===== src/dcache_consts.svh =====
`ifndef DCACHE_CONSTS_SVH
`define DCACHE_CONSTS_SVH

// Address and data widths
`define DC_ADDR_W     32
`define DC_WORD_W     32

// Cache geometry
`define DC_LINE_WORDS 4
`define DC_NSET       16
`define DC_NWAY       2

// Address split into tag, index and byte offset
`define DC_OFFSET_W   4
`define DC_INDEX_W    4
`define DC_TAG_W      24

// Victim LFSR start value, never zero
`define DC_LFSR_SEED  16'hace1

`endif


===== src/dcache_pkg.sv =====
`include "dcache_consts.svh"

package dcache_pkg;

    typedef logic [`DC_ADDR_W-1:0]                   addr_t;
    typedef logic [`DC_WORD_W-1:0]                   word_t;
    typedef logic [`DC_WORD_W/8-1:0]                 strb_t;
    typedef logic [`DC_TAG_W-1:0]                    tag_t;
    typedef logic [`DC_INDEX_W-1:0]                  index_t;
    typedef logic [`DC_LINE_WORDS*`DC_WORD_W-1:0]    line_t;
    typedef logic [`DC_LINE_WORDS*`DC_WORD_W/8-1:0]  line_be_t;
    typedef logic [$clog2(`DC_NWAY)-1:0]             way_sel_t;

    // Core request, a store has nonzero strb
    typedef struct packed {
        addr_t addr;
        strb_t strb;
        word_t wdata;
    } cpu_req_t;

    typedef struct packed {
        logic  valid;
        logic  dirty;
        tag_t  tag;
        line_t line;
    } way_entry_t;

    // One way's write port
    typedef struct packed {
        logic       en;
        index_t     index;
        way_entry_t entry;
        line_be_t   be;
    } way_wr_t;

    // Wishbone master outputs
    typedef struct packed {
        logic  cyc;
        logic  stb;
        logic  we;
        addr_t adr;
        word_t dat;
        strb_t sel;
    } wb_req_t;

    typedef struct packed {
        logic  ack;
        word_t dat;
    } wb_rsp_t;

    typedef enum logic [1:0] {
        IDLE,
        WB_BEAT,
        REFILL_BEAT,
        FILL_WRITE
    } miss_state_e;

endpackage


===== src/dcache_miss_ctrl.sv =====
`timescale 1ns/10ps
`include "dcache_consts.svh"

module dcache_miss_ctrl
    import dcache_pkg::*;
(
    input  logic       clk,
    input  logic       rst,
    input  logic       miss_i,
    input  cpu_req_t   miss_req_i,
    input  way_entry_t way_rd_i [`DC_NWAY],
    output wb_req_t    wb_req_o,
    input  wb_rsp_t    wb_rsp_i,
    output way_wr_t    fill_wr_o,
    output way_sel_t   fill_way_o,
    output logic       fill_done_o,
    output line_t      fill_line_o
);

    logic [15:0]             lfsr_q;
    way_sel_t                lfsr_way;
    miss_state_e             state_q;
    cpu_req_t                req_q;
    way_sel_t                victim_q;
    logic [`DC_OFFSET_W-3:0] beat_q;
    logic                    last_beat;
    line_t                   line_q;
    way_entry_t              pick;
    way_entry_t              victim;
    tag_t                    req_tag;
    index_t                  req_index;
    logic [`DC_OFFSET_W-3:0] req_word;
    line_t                   merged_line;

    // Fibonacci LFSR, taps 16 14 13 11
    always_ff @(posedge clk) begin
        if (rst) begin
            lfsr_q <= `DC_LFSR_SEED;
        end else begin
            lfsr_q <= {lfsr_q[14:0], lfsr_q[15] ^ lfsr_q[13] ^ lfsr_q[12] ^ lfsr_q[10]};
        end
    end

    assign lfsr_way = lfsr_q[$bits(way_sel_t)-1:0];
    assign pick     = way_rd_i[lfsr_way];

    // RAM output holds through the miss, so the victim entry stays readable
    assign victim    = way_rd_i[victim_q];
    assign req_tag   = req_q.addr[`DC_ADDR_W-1 -: `DC_TAG_W];
    assign req_index = req_q.addr[`DC_OFFSET_W +: `DC_INDEX_W];
    assign req_word  = req_q.addr[`DC_OFFSET_W-1:2];
    assign last_beat = beat_q == (`DC_OFFSET_W-2)'(`DC_LINE_WORDS - 1);

    ////////////////////////////////////////////////////////////
    // Miss FSM
    ////////////////////////////////////////////////////////////
    always_ff @(posedge clk) begin
        if (rst) begin
            state_q <= IDLE;
            beat_q  <= '0;
        end else begin
            case (state_q)
                IDLE: begin
                    if (miss_i) begin
                        beat_q <= '0;
                        if (pick.valid && pick.dirty) begin
                            state_q <= WB_BEAT;
                        end else begin
                            state_q <= REFILL_BEAT;
                        end
                    end
                end
                WB_BEAT: begin
                    if (wb_rsp_i.ack) begin
                        beat_q <= beat_q + 1'b1;
                        if (last_beat) begin
                            state_q <= REFILL_BEAT;
                        end
                    end
                end
                REFILL_BEAT: begin
                    if (wb_rsp_i.ack) begin
                        beat_q <= beat_q + 1'b1;
                        if (last_beat) begin
                            state_q <= FILL_WRITE;
                        end
                    end
                end
                FILL_WRITE: begin
                    state_q <= IDLE;
                end
                default: begin
                    state_q <= IDLE;
                end
            endcase
        end
    end

    // Request, victim and refill buffer
    always_ff @(posedge clk) begin
        if (state_q == IDLE && miss_i) begin
            req_q    <= miss_req_i;
            victim_q <= lfsr_way;
        end
        if (state_q == REFILL_BEAT && wb_rsp_i.ack) begin
            line_q[beat_q*`DC_WORD_W +: `DC_WORD_W] <= wb_rsp_i.dat;
        end
    end

    ////////////////////////////////////////////////////////////
    // Wishbone master
    ////////////////////////////////////////////////////////////
    always_comb begin
        wb_req_o = '0;
        case (state_q)
            WB_BEAT: begin
                wb_req_o.cyc = 1'b1;
                wb_req_o.stb = 1'b1;
                wb_req_o.we  = 1'b1;
                wb_req_o.adr = {victim.tag, req_index, beat_q, 2'b00};
                wb_req_o.dat = victim.line[beat_q*`DC_WORD_W +: `DC_WORD_W];
                wb_req_o.sel = '1;
            end
            REFILL_BEAT: begin
                wb_req_o.cyc = 1'b1;
                wb_req_o.stb = 1'b1;
                wb_req_o.adr = {req_tag, req_index, beat_q, 2'b00};
                wb_req_o.sel = '1;
            end
            default: begin
            end
        endcase
    end

    // Pending store bytes over the refilled word
    always_comb begin
        merged_line = line_q;
        for (int b = 0; b < $bits(strb_t); b++) begin
            if (req_q.strb[b]) begin
                merged_line[req_word*`DC_WORD_W + b*8 +: 8] = req_q.wdata[b*8 +: 8];
            end
        end
    end

    always_comb begin
        fill_wr_o = '0;
        if (state_q == FILL_WRITE) begin
            fill_wr_o.en          = 1'b1;
            fill_wr_o.index       = req_index;
            fill_wr_o.entry.valid = 1'b1;
            fill_wr_o.entry.dirty = |req_q.strb;
            fill_wr_o.entry.tag   = req_tag;
            fill_wr_o.entry.line  = merged_line;
            fill_wr_o.be          = '1;
        end
    end

    assign fill_way_o  = victim_q;
    assign fill_done_o = state_q == FILL_WRITE;
    assign fill_line_o = merged_line;

    // Bus request held steady until the slave acks
    assert property (@(posedge clk) disable iff (rst)
        wb_req_o.stb && !wb_rsp_i.ack |=> $stable(wb_req_o));

endmodule


===== config.mk =====
export PLATFORM = sky130hd
export DESIGN_NAME = dcache_miss_ctrl
export DESIGN_NICKNAME = d
export VERILOG_FILES = /design/src/dcache_pkg.sv /design/src/dcache_miss_ctrl.sv
export VERILOG_INCLUDE_DIRS = /design/src
export SDC_FILE = /design/constraint.sdc
export NUM_CORES = 1
export LEC_CHECK = 0
export ABC_AREA = 1
export BUFFER_PORTS_ARGS = -buffer_cell sky130_fd_sc_hd__buf_2
export CAP_MARGIN = 25
export CORE_AREA = 2 2 303 305
export DETAILED_ROUTE_END_ITERATION = 8
export DIE_AREA = 0 0 305 307
export GPL_TIMING_DRIVEN = 1
export PLACE_DENSITY = 0.39
export SLEW_MARGIN = 20
export SYNTH_ARGS = -nofsm -noshare
export SYNTH_HDL_FRONTEND = slang
export SYNTH_SLANG_ARGS = --single-unit

===== constraint.sdc =====
create_clock -name clk -period 3.6 [get_ports clk]
set_input_delay 0.18 -clock clk [delete_from_list [all_inputs] [get_ports clk]]
set_output_delay 0.18 -clock clk [all_outputs]
set_load 0.01 [all_outputs]

* Word level (Yosys, flattened, before mapping) *
Index checks and enable logic that the tools add are counted.

operators by class
  bitwise operators = 5
  reduce and logical (&&, ||, !) cells = 9
  multiplexer cells = 31
  add/subtract/negate cells = 9
  shifts and indexed selects = 11
  $lt $le $gt $ge = 2
  equal/unequal tests = 10

operators by type and width
  kind                       number
  $bwmux 128                 5
  $mux 128                   4
  $shift 8x34->128 const A   4
  $shiftx 8x34->128          4
  $mux 154                   3
  $mux 152                   3
  $mux 175                   1
  $shift 32x34->128 const A  1
  $shiftx 128x8->32          1
  $shiftx 32x34->128         1
  $neg 8->34                 3
  $neg 7->34                 2
  $pmux 32 s2                1
  $mux 32                    1
  $mux 2                     9
  $add 7x5->8 const B        2
  $ne 2x2->1 const B         5
  $add 7x4->8 const B        1
  $pmux 2 s4                 1
  $eq 2x2->1 const B         3
  $reduce_and 5->1           1
  $ge 2x2->1 const B         2
  $mux 4                     1
  $not 1->2                  2
  12 further kinds           16

word-level totals
  bits of input ports = 412
  output and inout bits = 376
  logic and storage cells = 85
  flip-flop bits (word level) = 217

* Depth between registers and ports, before layout *
Gate-level depths: netlist of run 1.

  depth after elaboration = 11
  mapped depth = 10
  gate-level depth less buffers = 9

* Worst setup path before layout of run 1 *
OpenSTA, ideal clock, no wires.

  path kind = register to register
  start = reg beat_q[1] (netlist name)
  end = reg line_q[0], enable pin
  clock period less this slack = 2.730 ns
  stages on the path, launching flop included = 7
  library setup time = 0.421 ns
  path buffers = 2
  slack = 0.870 ns
  data arrival time = 2.309 ns
  data required time = 3.179 ns
  cells stage by stage = dfxtp_1 -> buf_2 -> buf_2 -> inv_1 -> ha_1 -> inv_1 -> nor2_1

RTL lines
  item                           line                     RTL
  end signal, assigned by index  dcache_miss_ctrl.sv:106  line_q[beat_q*`DC_WORD_W +: `DC_WORD_W] <= wb_rsp_i.dat;
  end, declared                  dcache_miss_ctrl.sv:27   line_t line_q;

==> results of run 1 <==
-- registers in the layout, summed over array words and instances, names as in the netlist --
register,flops
req_q,62
state_q,2
lfsr_q,16
fill_way_o,1
line_q,128
beat_q,2
req_index,4
-- per-stage QoR --
stage / hold slack (ps) / instances / instance area (µm²) / worst slack, ps / utilization (%)
3_5_place_dp: 358.2 / 4171 / 20300 / 652.5 / 22.39
2_1_floorplan: 278.9 / 2327 / 15420 / 870.4 / -
4_1_cts: 0.5325 / 4326 / 22300 / 34.35 / 24.59
3_3_place_gp: 357.4 / 4171 / 20300 / 694.5 / 22.39
5_1_grt: 23.49 / 4326 / 22300 / 170.7 / 24.59
6_report: 34.88 / 4327 / 22310 / 369.5 / 24.59
-- cells by family after synthesis --
group | after synthesis | share of synthesized area, %
AND/OR/NAND/NOR | 1333 | 36.03
buffers and inverters | 578 | 16.08
flip-flops | 215 | 40.58
AO/OA/AOI/OAI | 181 | 5.876
adder cells (fa/ha/maj) | 16 | 1.298
XOR/XNOR | 2 | 0.1136
other | 1 | 0.02432
-- final timing paths --
check | from | endpoint | slack, ps
worst max-delay path | req_q[39] | fill_wr_o[78] | 370
worst min-delay path | wb_rsp_i[0] | line_q[0] | 30
worst max register to register | state_q[0] | beat_q[1] | 870
worst min register to register | lfsr_q[8] | lfsr_q[9] | 400
-- cell type report --
class	count	area [µm²]
Fill cell	10470	68390
Multi-Input combinational cell	1534	6731
Sequential cell	215	6264
Timing Repair Buffer	918	5263
Inverter	420	1585
Tap cell	1186	1484
Clock buffer	33	762.0
Clock inverter	20	214.0
Antenna cell	1	2.502
-- placed cells by master (no fill, tap or decap), types with 7 or more instances in the layout --
| cell type | Yosys | layout |
|---|---|---|
| or2_2 | 9 | 9 |
| nor3_1 | 48 | 48 |
| buf_4 | 29 | 27 |
| dlygate4sd3_1 | 0 | 102 |
| clkinv_2 | 0 | 7 |
| nor2_1 | 254 | 250 |
| nand3_1 | 300 | 300 |
| o21ai_0 | 21 | 21 |
| nor2_4 | 3 | 7 |
| inv_1 | 414 | 411 |
| clkbuf_16 | 0 | 30 |
| ha_1 | 16 | 10 |
| a21oi_1 | 156 | 156 |
| buf_2 | 51 | 783 |
| nand2_1 | 704 | 704 |
| edfxtp_1 | 195 | 195 |
| dfxtp_1 | 20 | 18 |
-- worst min-delay path, stage by stage --
cell    delay [ps]
buf_2          140
inv_1           70
nor2_1          90
-- layer usage --
metal | vias up | wire length [µm] | GRT usage (%)
met4 | 10 | 1560 | 3.488
met2 | 744 | 39160 | 29.00
li1 | 8767 | - | -
met5 | - | 60 | 0
met3 | 82 | 6468 | 3.956
met1 | 8186 | 34680 | 20.92
-- where the power goes --
part	internal, µW	total, µW	switching [µW]
combinational	1550	5360	3810
sequential	3100	3260	163
clock	1800	3030	1230
total	6440	11600	5200
-- timing repair --
item,CTS,global route
endpoints found under the hold margin,174,0
setup endpoints to repair,0,1
hold buffers,102,0
gates resized for setup,0,1
==> metrics.cfg, run 1 <==
[outcome]
status = complete, no violations

[timing]
setup_violations = 0
rsz0062_at_grt = false
skew_ps = 56.89
max_freq_ghz = 0.3096
tightest_slew_ps = 991.9
fin_crit_sh_pct = 89.74
slew_violations = 0
post-route-min-period_ps = 3230
max_slew_margin_pct = 33.87
fin_tns_setup_ps = 0
hold_viol_final = 0

[die]
io_pins = 788
rows = 111
die_x_um = 305
coreArea_um2 = 90690
die_area_um2 = 93640
start_util_pct = 17.00
die_h_um = 307

[critical_path]
crit_chain = inv_1 -> ha_1 -> nand2_1 -> buf_4 -> inv_1 -> nand3_1 -> a21oi_1 -> buf_2
crit_cells = 8
crit_fanout = 9
required_ps = 3420
startpoint_type = register
crit_path_frequent_cell = inv_1
critical-path-top-delay-family = buffers and inverters
cp-end-kind = output port
cpPeakStageDelay_ps = 490
crit_type = register to output port
reg2reg_depth = 8
worstPathArrival_ps = 3050
critPathSlowestCell = edfxtp_1
path_buf_inv = 4

[clocking]
cts_tree = yes
post_cts_buffers = 0
cts_buffers = 30
cts_root_buf = clkbuf_16
clock_path_buffers = 3
clock_latency_ps = 610
clk_pin_slew_worst_paths_ps = 60
cts_sinks = 215
h-tree-depth = 1

[worst_hold_path]
hold_depth = 3
hold_class = input port to register

[routing]
drc_errors = 0
via_per_inst = 4.111
firstDrtPassIters = 7
drt_iter0_drc = 1104
drtAntennaViolNets = 0
routed_wl_mm = 81.93
vias = 17790
wl_per_cell_um = 18.94

[power_and_ir_drop]
power.density_nw_per_um2 = 522.1
power.total_uw = 11650
p_leak_uw = 0.01203
worst_ir_drop_vdd_uv = 327.7

[yosys]
avgSynthCellArea_um2 = 6.628
synthCells = 2326
synth_area_leader_cell = edfxtp_1
synth_area_um2 = 15420
yosys-top-cells-count = nand2_1, inv_1, nand3_1
async_reset_ff_share_pct = 0
synth_ff_type = edfxtp_1
ys_warn_count = 0
synth.distinct_cells = 30
yosysSeqAreaShare_pct = 40.58
synth-edff-count = 195
synth.top_cell.area_share_pct = 37.98
ys_top_cells_by_area = edfxtp_1, nand2_1, inv_1
synthMostInstantiatedCell = nand2_1
ys_ff_latch = 215

[final_layout]
area_growth_pct = 44.68
drive_gt1_share_pct = 28.82
nets = 3547

[grt]
grt_pass1_vias = 17300
grt_pass1_wl_mm = 117.0
grt_max_degree = 74
overflow = 0
grt_usage_pct = 16.69
antenna_found_initial = 9

[run]
max_cap_violations = 0

[placed_design]
portBuffers = 783
globalplace.congestion = 0.8546
post-dp-hpwl_mm = 63.77

Note: power is estimated with default switching activity, not from simulation.
==> run 2, diff against run 1 <==
Settings changed: ABC_AREA 1 to 0, PLACE_DENSITY 0.39 to 0.38.
==> metrics.cfg, run 2 <==
[clocking]
cts_root_buf = clkbuf_16
clk_pin_slew_worst_paths_ps = 60  ; about the same
clock_latency_ps = 640  ; +30 ps
clock_path_buffers = 3  ; unchanged
cts_tree = yes
cts_buffers = 30  ; unchanged
h-tree-depth = 1  ; unchanged
cts_sinks = 215  ; unchanged

[routing]
drt_iter0_drc = 967  ; -12%
top_layer_used = met5
wl_per_cell_um = 26.23  ; +39%
wl_met3_mm = 4.770  ; -26%
drtAntennaViolNets = 0  ; unchanged
drc_errors = 0  ; unchanged
firstDrtPassIters = 4  ; -3
drt-met1-wl_mm = 39.34  ; +13%
via_per_inst = 4.314  ; +4.9%
routed_wl_mm = 87.18  ; +6.4%
met2_length_mm = 41.40  ; +5.7%
vias = 14340  ; -19%

[yosys]
synth_area_leader_cell = edfxtp_1
yosysSeqAreaShare_pct = 43.93  ; +3.3 points
ys_warn_count = 0  ; unchanged
avgSynthCellArea_um2 = 11.08  ; +67%
ys_ff_latch = 215  ; unchanged
synth_ff_type = edfxtp_1
synth-edff-count = 195  ; unchanged
async_reset_ff_share_pct = 0  ; unchanged
yosys-top-cells-count = edfxtp_1, and2_1, nand2_1
synthCells = 1285  ; -45%
ys_top_cells_by_area = edfxtp_1, mux4_2, and2_1
synth.top_cell.area_share_pct = 41.11  ; +3.1 points
synth.distinct_cells = 55  ; +83%
synthMostInstantiatedCell = edfxtp_1
synth_area_um2 = 14240  ; -7.6%

[die]
coreArea_um2 = 90690  ; unchanged
io_pins = 788  ; unchanged
rows = 111  ; unchanged
start_util_pct = 15.70  ; -1.3 points
die_h_um = 307  ; unchanged
die_x_um = 305  ; unchanged
die_area_um2 = 93640  ; unchanged

[critical_path]
crit_chain = clkinvlp_4 -> ha_1 -> nand2b_1 -> o41ai_1 -> and2_1 -> buf_2
required_ps = 3420  ; about the same
reg2reg_depth = 5  ; -3
crit_fanout = 17  ; +8
worstPathArrival_ps = 3330  ; +280 ps
startpoint_type = register
critPathSlowestCell = o41ai_1
cpPeakStageDelay_ps = 950  ; +460 ps
crit_type = register to output port
cp-end-kind = output port

[final_layout]
area_growth_pct = 50.79
fillers = 9872  ; -5.7%
final_util_pct = 23.68  ; -0.91 points
mostFrequentLayoutCells = buf_2, edfxtp_1, and2_1, nand2_1, dlygate4sd3_1
final_common_cell = buf_2
largest_register_ff_count = 128  ; unchanged
largestRegisters = line_q x128, req_q x62, lfsr_q x16
multi_input_area_um2 = 7182  ; +6.7%
regMostFlops = line_q
nets = 2532  ; -29%
drive_gt1_share_pct = 48.85  ; +20 points
seqCellArea_um2 = 6260  ; about the same

[timing]
setup_violations = 0  ; unchanged
rsz0062_at_grt = true
post-route-min-period_ps = 3512  ; +281.6 ps
slew_violations = 0  ; unchanged
hold_viol_final = 0  ; unchanged
max_slew_margin_pct = 37.05  ; +3.2 points
skew_ps = 86.47  ; +29.59 ps
fin_crit_sh_pct = 97.56  ; +7.8 points
tightest_slew_ps = 944.3  ; -47.68 ps
max_freq_ghz = 0.2847  ; -8.0%

[grt]
grt_pass1_vias = 14680  ; -15%
overflow = 0  ; unchanged
grt_pass1_wl_mm = 118.9  ; +1.7%
grt_max_degree = 66  ; -11%
antenna_found_initial = 20  ; +11
grt_usage_pct = 17.82  ; +1.1 points

[worst_hold_path]
hold_class = input port to register
hold_depth = 2  ; -1

[placed_design]
globalplace.congestion = 0.9293  ; +8.7%
post-dp-hpwl_mm = 69.76  ; +9.4%
portBuffers = 783  ; unchanged

[power_and_ir_drop]
power.density_nw_per_um2 = 519.6  ; -0.48%
p_leak_uw = 0.009457  ; -21%
power.total_uw = 11160  ; -4.2%
worst_ir_drop_vdd_uv = 280.0  ; -15%

[run]
max_cap_violations = 0  ; unchanged

[outcome]
status = complete, no violations

run 2: cell count changes after synthesis, sizes merged, moves of 33 or more:
| cell | delta |
|---|---|
| nand2 | -578 |
| inv | -381 |
| nor2 | -259 |
| nand3 | -235 |
| and2 | +191 |
| a21oi | -154 |
| a22o | +72 |
| nor2b | +69 |
| mux4 | +64 |
| nor3 | -50 |
| buf | -41 |
| a21boi | +33 |
run 2: power breakdown:
part | total [µW] | leakage, µW | internal [µW] | switching [µW]
Clock | 3150 | 0.000493 | 1880 | 1270
Combinational | 4540 | 0.00692 | 1780 | 2760
Sequential | 3470 | 0.00205 | 3130 | 341
run 2: worst paths after layout:
kind / end / from / slack, ps
hold / removal: line_q[31] / wb_rsp_i[31] / 4
setup / recovery: fill_wr_o[26] / req_q[39] / 90
hold reg to reg: lfsr_q[6] / lfsr_q[5] / 400
setup reg to reg: line_q[82] / beat_q[0] / 1100
run 2: cell families after synthesis:
family | synth area share [%]
AO/OA/AOI/OAI | 14.97
XOR/XNOR | 0.1845
adder cells (fa/ha/maj) | 1.406
buffers and inverters | 6.132
flip-flops | 43.93
multiplexers | 12.02
other | 0.02633
AND/OR/NAND/NOR | 21.34
run 2: worst max-delay path, delay by kind of cell, from the launching register on:
| kind | cells | cell delay [ps] |
|---|---|---|
| AO/OA/AOI/OAI | 1 | 950 |
| adder cells (fa/ha/maj) | 1 | 220 |
| buffers and inverters | 2 | 390 |
| flip-flops | 1 | 420 |
| AND/OR/NAND/NOR | 2 | 710 |
run 2: through the flow:
| step | setup WS [ps] | area [µm²] | std cells | setup TNS, ps | hold WS, ps |
|---|---|---|---|---|---|
| 2_1_floorplan | 960.1 | 14250 | 1286 | 0 | 278.9 |
| 3_3_place_gp | 507.2 | 19330 | 3151 | 0 | 357.9 |
| 3_5_place_dp | 508.0 | 19370 | 3153 | 0 | 358.4 |
| 4_1_cts | 2.849 | 21450 | 3313 | 0 | 4.007 |
| 5_1_grt | -135.3 | 21460 | 3317 | -344.9 | 44.17 |
| 6_report | 87.92 | 21480 | 3324 | 0 | 3.984 |
run 2: area by class of cell:
class	instances	area share (%)
clock buffer	34	3.565
timing repair buffer	930	24.86
inverter	40	0.7399
sequential	215	29.15
antenna	11	0.1282
multi-input combinational	887	33.44
clock inverter	21	1.206
tap	1186	6.909
run 2: metal layers:
layer  GRT usage (%)  vias to the layer above
li1                -                     6427
met1           24.02                     7221
met2           30.05                      598
met3           2.874                       88
met4           3.488                        6
met5               0                        -
run 2: repair_timing:
item,in CTS,in global routing
hold endpoints to repair,201,0
gates resized for setup,4,1
hold buffers,102,0
endpoints found under the setup margin,46,24
pin swaps,2,1
setup buffers,3,0
==> run 3, diff against run 2 <==
Settings changed: HOLD_SLACK_MARGIN from default to 0.15.
==> metrics.cfg, run 3 (same netlist as run 2, synthesis figures left out) <==
[outcome]
status = complete, no violations

[timing]
post-route-min-period_ps = 3569  ; +57.12 ps
max_slew_margin_pct = 35.98  ; -1.1 points
slew_violations = 0  ; unchanged
fin_crit_sh_pct = 99.14  ; +1.6 points
setup_violations = 0  ; unchanged
max_freq_ghz = 0.2802  ; -1.6%
hold_viol_final = 0  ; unchanged
rsz0062_at_grt = true
tightest_slew_ps = 960.2  ; +15.96 ps
hold_ws_ps = 256.6  ; +252.6 ps
skew_ps = 86.94  ; +0.4674 ps

[clocking]
cts_root_buf = clkbuf_16
h-tree-depth = 1  ; unchanged
clk_pin_slew_worst_paths_ps = 60  ; about the same
cts_buffers = 30  ; unchanged
clock_latency_ps = 640  ; about the same
clock_path_buffers = 3  ; unchanged
cts_tree = yes
cts_sinks = 215  ; unchanged

[routing]
via_per_inst = 4.310  ; -0.11%
wl_per_cell_um = 26.17  ; -0.21%
vias = 14370  ; +0.20%
drt_iter0_drc = 971  ; +0.41%
drc_errors = 0  ; unchanged
firstDrtPassIters = 5  ; +1
drtAntennaViolNets = 0  ; unchanged
routed_wl_mm = 87.25  ; about the same

[grt]
grt_max_degree = 66  ; unchanged
antenna_found_initial = 21  ; +5.0%
grt_pass1_vias = 14710  ; +0.25%
overflow = 0  ; unchanged
grt_pass1_wl_mm = 119.0  ; about the same
grt_usage_pct = 17.83  ; about the same

[die]
die_h_um = 307  ; unchanged
die_area_um2 = 93640  ; unchanged
die_x_um = 305  ; unchanged
coreArea_um2 = 90690  ; unchanged
rows = 111  ; unchanged
io_pins = 788  ; unchanged
start_util_pct = 15.70  ; unchanged

[critical_path]
startpoint_type = register
cp-end-kind = output port
crit_fanout = 17  ; unchanged
reg2reg_depth = 6  ; +1
crit_type = register to output port
worstPathArrival_ps = 3390  ; +60 ps
required_ps = 3420  ; about the same

[final_layout]
regMostFlops = line_q
drive_gt1_share_pct = 48.73  ; -0.11 points
final_cells = 3334  ; +0.30%
area_growth_pct = 51.23
mostFrequentLayoutCells = buf_2, edfxtp_1, and2_1, nand2_1, dlygate4sd3_1
final_util_pct = 23.75  ; +0.069 points
nets = 2537  ; +0.20%
largest_register_ff_count = 128  ; unchanged
final_common_cell = buf_2
largestRegisters = line_q x128, req_q x62, lfsr_q x16

[power_and_ir_drop]
power.total_uw = 11180  ; +0.21%
worst_ir_drop_vdd_uv = 280.3  ; +0.13%
power.density_nw_per_um2 = 519.2  ; about the same
p_leak_uw = 0.009477  ; +0.21%

[worst_hold_path]
hold_class = input port to register
hold_depth = 2  ; unchanged

[placed_design]
post-dp-hpwl_mm = 69.76  ; unchanged
globalplace.congestion = 0.9293  ; unchanged
dp_cells = 3153  ; unchanged
portBuffers = 783  ; unchanged

[run]
max_cap_violations = 0  ; unchanged

run 3: worst paths after layout:
check | start | to | slack, ps
setup / recovery | req_q[39] | fill_wr_o[28] | 30
hold reg to reg | lfsr_q[5] | lfsr_q[6] | 400
hold / removal | miss_req_i[5] | req_q[5] | 260
setup reg to reg | beat_q[0] | beat_q[1] | 720
run 3: final cells by class:
cell class | count | area, µm²
well taps | 1186 | 1484
inverters | 40 | 158.9
flip-flops and latches | 215 | 6260
repair buffers | 935 | 5390
diodes | 16 | 40.04
clock buffers | 34 | 765.7
clock inverters | 21 | 259.0
fillers | 9872 | 69150
multi-input cells | 887 | 7182
run 3: layer usage:
layer  GRT usage (%)  wire [µm]
met1           24.06      39030
met2           30.06      41420
met3           2.839       5097
met4           3.488       1666
met5               0         44
run 3: power breakdown:
part | total (µW) | switching, µW | internal [µW]
registers | 3460 | 338 | 3130
logic | 4560 | 2760 | 1800
clock network | 3160 | 1270 | 1880
total | 11200 | 4370 | 6810
run 3: per-stage QoR:
| step | instance area, µm² | setup TNS, ps | worst slack [ps] |
|---|---|---|---|
| after global placement | 19330 | 0 | 507.2 |
| after CTS | 21500 | 0 | 2.849 |
| after global routing | 21510 | -344.9 | -135.3 |
| after detailed placement | 19370 | 0 | 508.0 |
| after floorplan | 14250 | 0 | 960.1 |
| final | 21540 | 0 | 30.80 |
run 3: critical path: stages (launching register included):
cell and delay [ps]:
edfxtp_1 420, clkinvlp_4 260, ha_1 220, nand2b_1 490, o41ai_1 980, and2_1 230, buf_2 130
run 3: what timing repair did:
| item | CTS | global route |
|---|---|---|
| hold endpoints to repair | 215 | 0 |
| buffers inserted | 3 | 0 |
| setup endpoints to repair | 46 | 24 |
| pin swaps | 2 | 1 |
| hold buffers | 107 | 0 |
| gates resized for setup | 4 | 1 |
